## config.mk

```make
export PLATFORM = sky130hd
export DESIGN_NAME = aggregatingPipeline
export DESIGN_NICKNAME = d
export VERILOG_FILES = /design/src/source/aggPipePkg.sv /design/src/source/aggregatingPipeline.sv /design/src/source/batchAccumulator.sv /design/src/source/componentCounter.sv /design/src/source/graphFifo.sv /design/src/source/graphProducer.sv /design/src/source/leafEliminator.sv
export VERILOG_INCLUDE_DIRS = /design/src /design/src/include
export SDC_FILE = /design/constraint.sdc
export NUM_CORES = 2
export LEC_CHECK = 0
export ABC_AREA = 1
export BUFFER_PORTS_ARGS = -buffer_cell sky130_fd_sc_hd__buf_2
export CAP_MARGIN = 5
export CELL_PAD_IN_SITES_DETAIL_PLACEMENT = 1
export CELL_PAD_IN_SITES_GLOBAL_PLACEMENT = 1
export CORE_MARGIN = 2
export CORE_UTILIZATION = 47
export CTS_CLUSTER_DIAMETER = 60
export DETAILED_ROUTE_END_ITERATION = 10
export HOLD_SLACK_MARGIN = 0.12
export MAX_ROUTING_LAYER = met4
export PLACE_DENSITY_LB_ADDON = 0.05
export RECOVER_POWER = 100
export SLEW_MARGIN = 10
export SYNTH_ARGS = -nofsm -noshare
export SYNTH_HDL_FRONTEND = slang
export SYNTH_SLANG_ARGS = --single-unit
```

## constraint.sdc

```tcl
create_clock -name clk -period 10.9 [get_ports clk]
set_input_delay 2.18 -clock clk [delete_from_list [all_inputs] [get_ports clk]]
set_output_delay 2.18 -clock clk [all_outputs]
set_load 0.03 [all_outputs]
```

## src/include/aggPipe_cfg.svh

```systemverilog
`ifndef AGGPIPE_CFG_SVH
`define AGGPIPE_CFG_SVH

// one node per bit of the input word
`define GRAPH_BITS 128
`define CUBE_DIM 7

// fifo between producer and counter
`define FIFO_DEPTH 4
`define FIFO_PTR_BITS 2

// component count never exceeds 64 on a 7-cube
`define COUNT_BITS 7
`define PCOEFF_BITS 65

// graphs per batch
`define BATCH_COUNT_BITS 16

`endif
```

## src/source/aggPipePkg.sv

```systemverilog
`default_nettype none

`include "aggPipe_cfg.svh"

package aggPipePkg;

    typedef logic [`GRAPH_BITS-1:0] graphT;                         // node set
    typedef logic [`COUNT_BITS-1:0] compCountT;                     // 0 to 64
    typedef logic [`PCOEFF_BITS-1:0] pcoeffT;                       // 2**count
    typedef logic [`PCOEFF_BITS+`BATCH_COUNT_BITS-1:0] pcoeffSumT;  // batch sum
    typedef logic [`BATCH_COUNT_BITS-1:0] batchCountT;

    typedef struct packed {
        logic lastOfBatch;
        graphT graph;
    } graphItemT;

    // one side of a four-phase link
    typedef enum logic [1:0] {
        hsIdle,
        hsWaitAck,
        hsWaitRelease
    } hsStateT;

    typedef enum logic [1:0] {
        countIdle,
        countSeed,
        countGrow,
        countDone
    } countStateT;

endpackage

`default_nettype wire

```

## src/source/aggregatingPipeline.sv

```systemverilog
`timescale 1ns/1ns
`default_nettype none

module aggregatingPipeline (
    input  wire logic clk,
    input  wire logic arstN,
    input  wire logic inReq,
    output logic inAck,
    input  wire aggPipePkg::graphT top,
    input  wire aggPipePkg::graphT bot,
    input  wire logic lastOfBatch,
    output logic resultsValid,
    output aggPipePkg::pcoeffSumT pcoeffSum,
    output aggPipePkg::batchCountT pcoeffCount
);

    import aggPipePkg::*;

    logic prodReq;
    logic prodAck;
    graphItemT prodItem;  // leaf-eliminated graph
    logic fifoReq;
    logic fifoAck;
    graphItemT fifoItem;
    logic countValid;
    compCountT count;
    logic countLast;

    graphProducer graphProducer_i (
        .clk(clk),
        .arstN(arstN),
        .inReq(inReq),
        .inAck(inAck),
        .top(top),
        .bot(bot),
        .lastOfBatch(lastOfBatch),
        .prodReq(prodReq),
        .prodAck(prodAck),
        .prodItem(prodItem)
    );

    graphFifo graphFifo_i (
        .clk(clk),
        .arstN(arstN),
        .prodReq(prodReq),
        .prodAck(prodAck),
        .prodItem(prodItem),
        .fifoReq(fifoReq),
        .fifoAck(fifoAck),
        .fifoItem(fifoItem)
    );

    componentCounter componentCounter_i (
        .clk(clk),
        .arstN(arstN),
        .fifoReq(fifoReq),
        .fifoAck(fifoAck),
        .fifoItem(fifoItem),
        .countValid(countValid),
        .count(count),
        .countLast(countLast)
    );

    batchAccumulator batchAccumulator_i (
        .clk(clk),
        .arstN(arstN),
        .countValid(countValid),
        .count(count),
        .countLast(countLast),
        .resultsValid(resultsValid),
        .pcoeffSum(pcoeffSum),
        .pcoeffCount(pcoeffCount)
    );

endmodule

`default_nettype wire

```

## src/source/batchAccumulator.sv

```systemverilog
`timescale 1ns/1ns
`default_nettype none

module batchAccumulator (
    input  wire logic clk,
    input  wire logic arstN,
    input  wire logic countValid,
    input  wire aggPipePkg::compCountT count,
    input  wire logic countLast,
    output logic resultsValid,
    output aggPipePkg::pcoeffSumT pcoeffSum,
    output aggPipePkg::batchCountT pcoeffCount
);

    import aggPipePkg::*;

    pcoeffT pcoeff;
    pcoeffSumT sumAcc;  // running sum of the open batch
    pcoeffSumT sumNext;
    batchCountT graphsAcc;
    batchCountT graphsNext;

    assign pcoeff = pcoeffT'(1) << count;
    assign sumNext = sumAcc + pcoeffSumT'(pcoeff);
    assign graphsNext = graphsAcc + 1'b1;

    always_ff @(posedge clk or negedge arstN) begin
        if (!arstN) begin
            resultsValid <= 1'b0;
            sumAcc <= '0;
            graphsAcc <= '0;
            pcoeffSum <= '0;
            pcoeffCount <= '0;
        end else begin
            resultsValid <= 1'b0;
            if (countValid) begin
                if (countLast) begin
                    // report totals including this graph, start a fresh batch
                    resultsValid <= 1'b1;
                    pcoeffSum <= sumNext;
                    pcoeffCount <= graphsNext;
                    sumAcc <= '0;
                    graphsAcc <= '0;
                end else begin
                    sumAcc <= sumNext;
                    graphsAcc <= graphsNext;
                end
            end
        end
    end

endmodule

`default_nettype wire

```

## src/source/componentCounter.sv

```systemverilog
`timescale 1ns/1ns
`default_nettype none

`include "aggPipe_cfg.svh"

module componentCounter (
    input  wire logic clk,
    input  wire logic arstN,
    input  wire logic fifoReq,
    output logic fifoAck,
    input  wire aggPipePkg::graphItemT fifoItem,
    output logic countValid,
    output aggPipePkg::compCountT count,
    output logic countLast
);

    import aggPipePkg::*;

    countStateT state;
    graphT remaining;  // nodes not yet in a counted component
    graphT reach;      // component grown so far
    graphT grown;
    logic accept;
    logic settled;

    // every node with at least one member of g among its cube neighbors
    function automatic graphT cubeNeighbors(input graphT g);
        graphT nb;
        nb = '0;
        for (int d = 0; d < `CUBE_DIM; d++) begin
            for (int n = 0; n < `GRAPH_BITS; n++) begin
                nb[n] = nb[n] | g[n ^ (1 << d)];
            end
        end
        return nb;
    endfunction

    assign accept = (state == countIdle) && fifoReq && !fifoAck;
    assign grown = reach | (cubeNeighbors(reach) & remaining);
    assign settled = (grown == reach);  // flood fill reached its fixed point
    assign countValid = (state == countDone);

    always_ff @(posedge clk or negedge arstN) begin
        if (!arstN) begin
            state <= countIdle;
            fifoAck <= 1'b0;
            count <= '0;
            countLast <= 1'b0;
        end else begin
            // ack drops on its own once the FIFO releases req
            if (fifoAck && !fifoReq) fifoAck <= 1'b0;

            case (state)
                countIdle: begin
                    if (accept) begin
                        fifoAck <= 1'b1;
                        countLast <= fifoItem.lastOfBatch;
                        count <= '0;
                        state <= countSeed;
                    end
                end
                countSeed: begin
                    if (remaining == '0) begin
                        state <= countDone;
                    end else begin
                        state <= countGrow;
                    end
                end
                countGrow: begin
                    if (settled) begin
                        count <= count + 1'b1;
                        state <= countSeed;
                    end
                end
                countDone: state <= countIdle;  // countValid high for this cycle
                default: state <= countIdle;
            endcase
        end
    end

    always_ff @(posedge clk) begin
        if (accept) begin
            remaining <= fifoItem.graph;
        end else if (state == countSeed) begin
            reach <= remaining & (~remaining + 1'b1);  // lowest remaining node
        end else if (state == countGrow) begin
            reach <= grown;
            if (settled) remaining <= remaining & ~reach;
        end
    end

endmodule

`default_nettype wire

```

## src/source/graphFifo.sv

```systemverilog
`timescale 1ns/1ns
`default_nettype none

`include "aggPipe_cfg.svh"

module graphFifo (
    input  wire logic clk,
    input  wire logic arstN,
    input  wire logic prodReq,
    output logic prodAck,
    input  wire aggPipePkg::graphItemT prodItem,
    output logic fifoReq,
    input  wire logic fifoAck,
    output aggPipePkg::graphItemT fifoItem
);

    import aggPipePkg::*;

    localparam logic [`FIFO_PTR_BITS-1:0] LastSlot = `FIFO_PTR_BITS'(`FIFO_DEPTH - 1);
    localparam logic [`FIFO_PTR_BITS:0] FullCount = (`FIFO_PTR_BITS + 1)'(`FIFO_DEPTH);

    graphItemT mem [`FIFO_DEPTH];
    logic [`FIFO_PTR_BITS-1:0] wrPtr;
    logic [`FIFO_PTR_BITS-1:0] rdPtr;
    logic [`FIFO_PTR_BITS:0] used;  // occupancy
    hsStateT wrState;
    hsStateT rdState;
    logic push;
    logic pop;

    assign push = (wrState == hsIdle) && prodReq && (used != FullCount);
    assign pop = (rdState == hsWaitRelease) && !fifoAck;  // entry leaves on ack fall

    // head entry stays put until popped, so it is stable while fifoReq is up
    assign fifoItem = mem[rdPtr];

    always_ff @(posedge clk or negedge arstN) begin
        if (!arstN) begin
            wrState <= hsIdle;
            rdState <= hsIdle;
            prodAck <= 1'b0;
            fifoReq <= 1'b0;
            wrPtr <= '0;
            rdPtr <= '0;
            used <= '0;
        end else begin
            case (wrState)
                hsIdle: begin
                    if (push) begin
                        prodAck <= 1'b1;
                        wrPtr <= (wrPtr == LastSlot) ? '0 : wrPtr + 1'b1;
                        wrState <= hsWaitRelease;
                    end
                end
                hsWaitRelease: begin
                    if (!prodReq) begin
                        prodAck <= 1'b0;
                        wrState <= hsIdle;
                    end
                end
                default: wrState <= hsIdle;
            endcase

            case (rdState)
                hsIdle: begin
                    if (used != '0) begin
                        fifoReq <= 1'b1;
                        rdState <= hsWaitAck;
                    end
                end
                hsWaitAck: begin
                    if (fifoAck) begin
                        fifoReq <= 1'b0;
                        rdState <= hsWaitRelease;
                    end
                end
                hsWaitRelease: begin
                    if (pop) begin
                        rdPtr <= (rdPtr == LastSlot) ? '0 : rdPtr + 1'b1;
                        rdState <= hsIdle;
                    end
                end
                default: rdState <= hsIdle;
            endcase

            case ({push, pop})
                2'b10: used <= used + 1'b1;
                2'b01: used <= used - 1'b1;
                default: used <= used;
            endcase
        end
    end

    always_ff @(posedge clk) begin
        if (push) mem[wrPtr] <= prodItem;
    end

endmodule

`default_nettype wire

```

## src/source/graphProducer.sv

```systemverilog
`timescale 1ns/1ns
`default_nettype none

module graphProducer (
    input  wire logic clk,
    input  wire logic arstN,
    input  wire logic inReq,
    output logic inAck,
    input  wire aggPipePkg::graphT top,
    input  wire aggPipePkg::graphT bot,
    input  wire logic lastOfBatch,
    output logic prodReq,
    input  wire logic prodAck,
    output aggPipePkg::graphItemT prodItem
);

    import aggPipePkg::*;

    graphT formed;
    graphT pruned;
    hsStateT inState;
    hsStateT outState;  // not idle while the slot holds an item
    logic capture;

    assign formed = top & ~bot;  // blocked nodes removed

    leafEliminator leafEliminator_i (
        .graphIn(formed),
        .graphOut(pruned)
    );

    assign capture = (inState == hsIdle) && inReq && (outState == hsIdle);

    always_ff @(posedge clk or negedge arstN) begin
        if (!arstN) begin
            inState <= hsIdle;
            outState <= hsIdle;
            inAck <= 1'b0;
            prodReq <= 1'b0;
        end else begin
            case (inState)
                hsIdle: begin
                    if (capture) begin
                        inAck <= 1'b1;
                        inState <= hsWaitRelease;
                    end
                end
                hsWaitRelease: begin
                    if (!inReq) begin
                        inAck <= 1'b0;
                        inState <= hsIdle;
                    end
                end
                default: inState <= hsIdle;
            endcase

            case (outState)
                hsIdle: begin
                    if (capture) begin
                        prodReq <= 1'b1;  // same cycle as inAck
                        outState <= hsWaitAck;
                    end
                end
                hsWaitAck: begin
                    if (prodAck) begin
                        prodReq <= 1'b0;
                        outState <= hsWaitRelease;
                    end
                end
                hsWaitRelease: begin
                    if (!prodAck) outState <= hsIdle;  // slot free again
                end
                default: outState <= hsIdle;
            endcase
        end
    end

    always_ff @(posedge clk) begin
        if (capture) begin
            prodItem.graph <= pruned;
            prodItem.lastOfBatch <= lastOfBatch;
        end
    end

endmodule

`default_nettype wire

```

## src/source/leafEliminator.sv

```systemverilog
`timescale 1ns/1ns
`default_nettype none

`include "aggPipe_cfg.svh"

module leafEliminator (
    input  wire aggPipePkg::graphT graphIn,
    output aggPipePkg::graphT graphOut
);

    // A node is a leaf when exactly one of its seven cube neighbors is set.
    // Only leaves whose single neighbor sits at a lower index are cleared, so
    // the surviving neighbor is never itself removed in the same pass and the
    // component count is unchanged.
    for (genvar n = 0; n < `GRAPH_BITS; n++) begin : genNode
        // bits of n that are set point to lower-index neighbors
        localparam logic [`CUBE_DIM-1:0] LowerDims = `CUBE_DIM'(n);

        logic [`CUBE_DIM-1:0] nbrSet;  // neighbor present, per dimension
        logic [`CUBE_DIM-1:0] nbrRest;
        logic singleNbr;
        logic downLeaf;

        for (genvar d = 0; d < `CUBE_DIM; d++) begin : genDim
            assign nbrSet[d] = graphIn[n ^ (1 << d)];
        end

        assign nbrRest = nbrSet & (nbrSet - 1'b1);  // drops lowest set dim
        assign singleNbr = (nbrSet != '0) && (nbrRest == '0);
        assign downLeaf = singleNbr && ((nbrSet & LowerDims) != '0);

        assign graphOut[n] = graphIn[n] & ~downLeaf;
    end

endmodule

`default_nettype wire

```

* After elaboration in Yosys (flattened, before gate mapping)
Memory sizes are Yosys's and may differ from the RTL's.
Index checks and enable logic that the tools add are counted.
** Word-level totals
- Input port bits :: 260
- Memories :: 1
- Flip-flop bits (word level) :: 610
- Bits in writable memories :: 516
** Cells by class
- Multiplexer cells :: 50
- Bitwise logic cells :: 1094
- Reductions and logical operators :: 669
- Shift-type cells :: 1
- Add/subtract/negate cells :: 135
- Eq/ne operators :: 28
** Memory list
- graphFifo_i.mem :: words 4, bits a word 129, read ports 1, clocked after Yosys merged registers in 0, write ports 1, line graphFifo.sv:22 : graphItemT mem [`FIFO_DEPTH];
** Operators by type and width (number)
- nonzero test 7 bit :: 246
- bitwise AND 7 bit :: 127
- zero test 7 bit :: 127
- subtractor 7 x 1 -> 7 bit (second input constant) :: 127
- 2-to-1 mux 128 bit :: 6
- bitwise OR 1 bit :: 704
- bitwise AND 128 bit :: 4
- NOT 128 bit :: 3
- logical AND 1 bit :: 262
- adder 128 x 1 -> 128 bit (second input constant) :: 1
- equality test 128 bit :: 1
- zero test 128 bit :: 1
- NOT 1 bit :: 128
- bitwise OR 128 bit :: 1
- bitwise AND 1 bit :: 127
- adder 81 x 65 -> 81 bit :: 1
- 2-to-1 mux 81 bit :: 1
- << shifter 1 x 7 -> 65 bit (first input constant) :: 1
- 2-to-1 mux 2 bit :: 14
- AND reduction 3 bit :: 8
- inequality test 2 x 1 -> 1 bit (second input constant) :: 10
- equality test 2 bit (second input constant) :: 9
- nonzero test 2 bit :: 9
- adder 16 x 1 -> 16 bit (second input constant) :: 1
- 20 further kinds :: 58

* Longest topological paths before layout
- Depth after elaboration :: 13
- Depth in mapped cells :: 22
- Depth with buffers taken out :: 21

* Cells and area by module
From an unflattened synthesis, not the netlist that was laid out.
** Unflattened totals
- Cells, all modules :: 8276
- Area total of the unflattened synthesis :: 67035.5 µm²
** Modules (own cells, without submodules)
- graphFifo :: cells an instance 1583, times used 1, sequential area each 15770.1 µm², area an instance 22028.6 µm²
- componentCounter :: cells an instance 2456, times used 1, sequential area each 7962.6 µm², area an instance 18580.3 µm²
- batchAccumulator :: cells an instance 2402, times used 1, sequential area each 4879.7 µm², area an instance 14809.2 µm²
- leafEliminator :: cells an instance 1430, times used 1, sequential area each 0.0 µm², area an instance 6608.8 µm²
- graphProducer :: cells an instance 405, times used 1, sequential area each 3973.8 µm², area an instance 5008.6 µm²

* Worst setup path before layout
Ideal clock, no wire load.
- Kind :: input -> register
- From :: input inReq
- To :: register graphProducer_i.prodItem[0] (netlist name)
- Buffers on the path :: 0
- Slack :: -807 ps
- Cell stages on the path :: 2
- Data required time :: 10123 ps
- Arrival :: 10930 ps
- Cells stage by stage :: inv_1 -> nor3_1
** Between the ends
- Word-level cells in the longest chain between the ends :: 2
** Ends and longest elaborated chain
- start: declaration :: line aggregatingPipeline.sv:7 : input wire logic inReq,
- logical AND 1 bit (2 in series) :: line graphProducer.sv:32 : assign capture = (inState == hsIdle) && inReq && (outState == hsIdle);
- named net graphProducer_i.capture :: line graphProducer.sv:23 : logic capture;
The timed path passes the listed nets, and every way through them passes these cells.
A chain may end at the register's enable or synchronous reset.

* Worst setup path after layout
- From :: register componentCounter_i.state[1]
- To :: register batchAccumulator_i.graphsAcc[12]
** Between the ends
- Word-level cells in the longest chain between the ends :: 1
** Ends and longest elaborated chain
- start: declaration :: line componentCounter.sv:19 : countStateT state;
- start signal: assignment :: line componentCounter.sv:45 : state <= countIdle;
- start signal: assignment :: line componentCounter.sv:59 : state <= countSeed;
- start signal: assignment :: line componentCounter.sv:64 : state <= countDone;
- equality test 2 bit :: line componentCounter.sv:41 : assign countValid = (state == countDone);
- end signal: assignment :: line batchAccumulator.sv:46 : graphsAcc <= graphsNext;
- end: declaration :: line batchAccumulator.sv:20 : batchCountT graphsAcc;
No other way between the ends.

==> flow_metrics.py <==
metrics = {
    "outcome": {
        "outcome": "finished, violations left",
        "violations": "max-capacitance violations, max-slew violations",
    },
    "synthesis": {
        "synth_nets": 8003,
        "synthesis.area_mm2": 0.0627,
        "syn_area_per_cell_um2": 8.19,
        "synth_edf_count": 901,
        "synthDistinctLibCells": 69,
        "syn_inst": 7659,
        "async_flop_share": 0.197,
        "ys_ff_latch": 1122,
        "synth-main-ff-cell": "edfxtp_1",
        "yosysSeqAreaShare": 0.520,
        "yosysWarnings": 0,
    },
    "power_and_ir_drop": {
        "ir_drop_v": 0.000220,
        "p_leak_nw": 28.6,
        "power.density_mw_per_mm2": 263,
    },
    "floorplanning": {
        "die-area_mm2": 0.136,
        "die-height_um": 369,
        "fp.dieW_um": 369,
        "core_mm2": 0.133,
        "row_count": 134,
        "initial_core_util": 0.472,
        "num_io_pins": 359,
    },
    "detailed_routing": {
        "postRouteAntennaNets": 0,
        "drt_iter0_drc": 10400,
        "totalWireLength_um": 343000,
        "via_per_inst": 6.71,
        "drc": 0,
        "drt_first_pass_iters": 7,
        "wl_per_cell_um": 34.6,
        "num_vias": 66500,
    },
    "place": {
        "place.gp.congestion": 1.10,
        "port_buffers": 358,
        "dp.cells": 9637,
        "hpwl_um": 249000,
    },
    "worst_setup_path": {
        "cp.arrival_ns": 8.51,
        "crit_path_start_kind": "flip-flop",
        "setup.worst_path.end_class": "flip-flop",
        "critical_path_class": "flip-flop to flip-flop",
        "crit_required_ns": 11.55,
        "path_max_fanout": 72,
        "r2r_slack_ns": 3.04,
    },
    "finish": {
        "areaGrowthSynthToFinish_pct": 12.7,
        "fin_cells": 9899,
        "layout.nets": 8348,
        "drive_above_1_share": 0.0716,
        "fillCellCount": 15900,
    },
    "global_route": {
        "antenna_found_initial": 27,
        "track_usage": 0.508,
        "grt_max_degree": 162,
        "grt_overflow": 0,
        "grt_pass1_vias": 67700,
        "grt_pass1_wl_um": 483000,
    },
    "timing": {
        "hold_viol": 0,
        "clock_skew_ns": 0.0498,
        "layout_min_cycle_time_ns": 7.86,
        "fmax_mhz": 127,
        "rsz0062_at_grt": "no",
        "setup_tns_ns": 0,
        "max_slew_margin": -3.00,
        "hold_slack_ns": 0.481,
        "setup_violations": 0,
        "worst_slew_pin_slew_ns": 6.01,
        "drv_slew": 1283,
        "fin_crit_sh": 0.721,
    },
    "cts": {
        "clkTransAtPathRegs_ns": 0.07,
        "clock_path_buffers": 3,
        "cts-root-buf": "clkbuf_16",
        "cts_buffers": 133,
        "insertion_delay_ns": 0.82,
        "htreeDepth": 4,
        "post_cts_buffers": 0,
        "cts_tree": "built",
        "ctsHoldBuffers": 0,
        "clock-sinks": 1122,
        "cts_resized": 0,
    },
    "flow_run": {
        "drv_cap": 25,
    },
    "hold_path": {
        "min_path_type": "flip-flop to flip-flop",
    },
}
## where the power goes
| part | total [mW] | internal, mW | switching [mW] | leakage [nW] |
|---|---|---|---|---|
| Sequential | 7.64 | 6.15 | 1.50 | 11.4 |
| Combinational | 6.33 | 1.33 | 5.00 | 15.1 |
| Clock | 4.57 | 2.50 | 2.07 | 2.10 |
## final cells by class
cell class	instances	area, µm²	share of cell area
sequential	1122	32600	0.461
multi-input combinational	5452	26000	0.369
clock buffer	157	3560	0.0504
inverter	869	3270	0.0463
tap	1768	2210	0.0313
timing repair buffer	426	2140	0.0304
clock inverter	80	763	0.0108
antenna	25	62.6	0.000886
## registers in the layout, indices dropped and copies added, names as in the netlist, 3 cells and up
| name | flops |
|---|---|
| graphFifo_i.used | 3 |
| graphFifo_i.mem | 516 |
| componentCounter_i.remaining | 128 |
| batchAccumulator_i.pcoeffCount | 16 |
| componentCounter_i.count | 7 |
| graphProducer_i.prodItem | 129 |
| batchAccumulator_i.graphsAcc | 16 |
| batchAccumulator_i.sumAcc | 81 |
| batchAccumulator_i.pcoeffSum | 81 |
| componentCounter_i.reach | 128 |
## worst paths after layout
kind,endpoint,depth (start not counted),startpoint
min in group asynchronous,batchAccumulator_i.graphsAcc[15],1,arstN
setup reg to reg,batchAccumulator_i.graphsAcc[12],9,componentCounter_i.state[1]
hold / removal,batchAccumulator_i.pcoeffSum[24],2,batchAccumulator_i.pcoeffSum[24]
max in group asynchronous,batchAccumulator_i.sumAcc[31],1,arstN
setup / recovery,batchAccumulator_i.graphsAcc[12],9,componentCounter_i.state[1]
hold reg to reg,batchAccumulator_i.pcoeffSum[24],2,batchAccumulator_i.pcoeffSum[24]
## through the flow
step | cell area [µm²] | util | power [mW] | setup slack, ns
after floorplan | 62700 | - | 10.2 | 2.62
after global placement | 66600 | 0.501 | 12.9 | 5.29
after detailed placement | 66600 | 0.501 | 13.3 | 5.33
after CTS | 70900 | 0.533 | 18.1 | 5.97
after global routing | 70600 | 0.531 | 18.8 | 2.95
final | 70600 | 0.531 | 18.5 | 3.04
## cell usage in the layout, fill, tap and decap left out, types with 15 or more instances in the layout
master / count
a21oi_1: 326
clkinv_2: 22
nor4_1: 69
nand2_1: 1380
o21ai_0: 701
o22ai_1: 49
diode_2: 25
a221oi_1: 15
a2111oi_0: 21
a31oi_1: 179
buf_2: 257
clkbuf_16: 136
or2_2: 26
edfxtp_1: 901
xor2_1: 42
nor3_1: 146
o31ai_1: 32
clkinv_1: 61
nand3b_1: 34
nor2_1: 1575
a41oi_1: 37
xnor2_1: 21
ha_1: 82
nand3_1: 393
a211oi_1: 23
clkbuf_1: 133
inv_1: 815
buf_4: 45
nand4_1: 148
dfrtp_1: 220
## metal layers
metal	vias up	share of wire	global-route usage
li1	27000	-	-
met4	0	0.090	0.368
met3	1643	0.13	0.146
met1	32200	0.35	0.586
met5	-	0	-
met2	5657	0.44	0.757
## synthesized netlist by cell type, types with 37 or more instances
| cell type | n | area share |
|---|---|---|
| nand2_1 | 1380 | 0.083 |
| o22ai_1 | 49 | 0.0049 |
| o21ai_0 | 699 | 0.056 |
| xor2_1 | 42 | 0.0059 |
| nand4_1 | 148 | 0.015 |
| clkinv_1 | 45 | 0.0027 |
| dfrtp_1 | 221 | 0.088 |
| edfxtp_1 | 901 | 0.43 |
| a21oi_1 | 326 | 0.026 |
| a41oi_1 | 37 | 0.0052 |
| nor4_1 | 71 | 0.0071 |
| ha_1 | 82 | 0.016 |
| clkbuf_1 | 190 | 0.011 |
| nand3_1 | 390 | 0.031 |
| inv_1 | 818 | 0.049 |
| a31oi_1 | 179 | 0.018 |
| nor3_1 | 148 | 0.012 |
| nor2_1 | 1574 | 0.094 |
## kinds of logic after synthesis
logic type | count (synthesis) | synth area share
compound gates | 1486 | 0.135
buf+inv | 1085 | 0.0650
simple gates | 3817 | 0.254
fa+ha+maj | 85 | 0.0172
flops | 1122 | 0.520
xor+xnor | 63 | 0.00880
mux | 1 | 0.000160
## critical path: stages, from the launching register on
cell      delay [ns]
dfrtp_1         0.45
ha_1            0.20
clkbuf_1        1.37
clkinv_1        0.24
buf_4           0.49
nor2_1          0.26
clkbuf_1        2.62
clkinv_1        0.42
clkbuf_1        0.99
o22ai_1         0.57
Note: power is estimated with default switching activity, not from simulation.
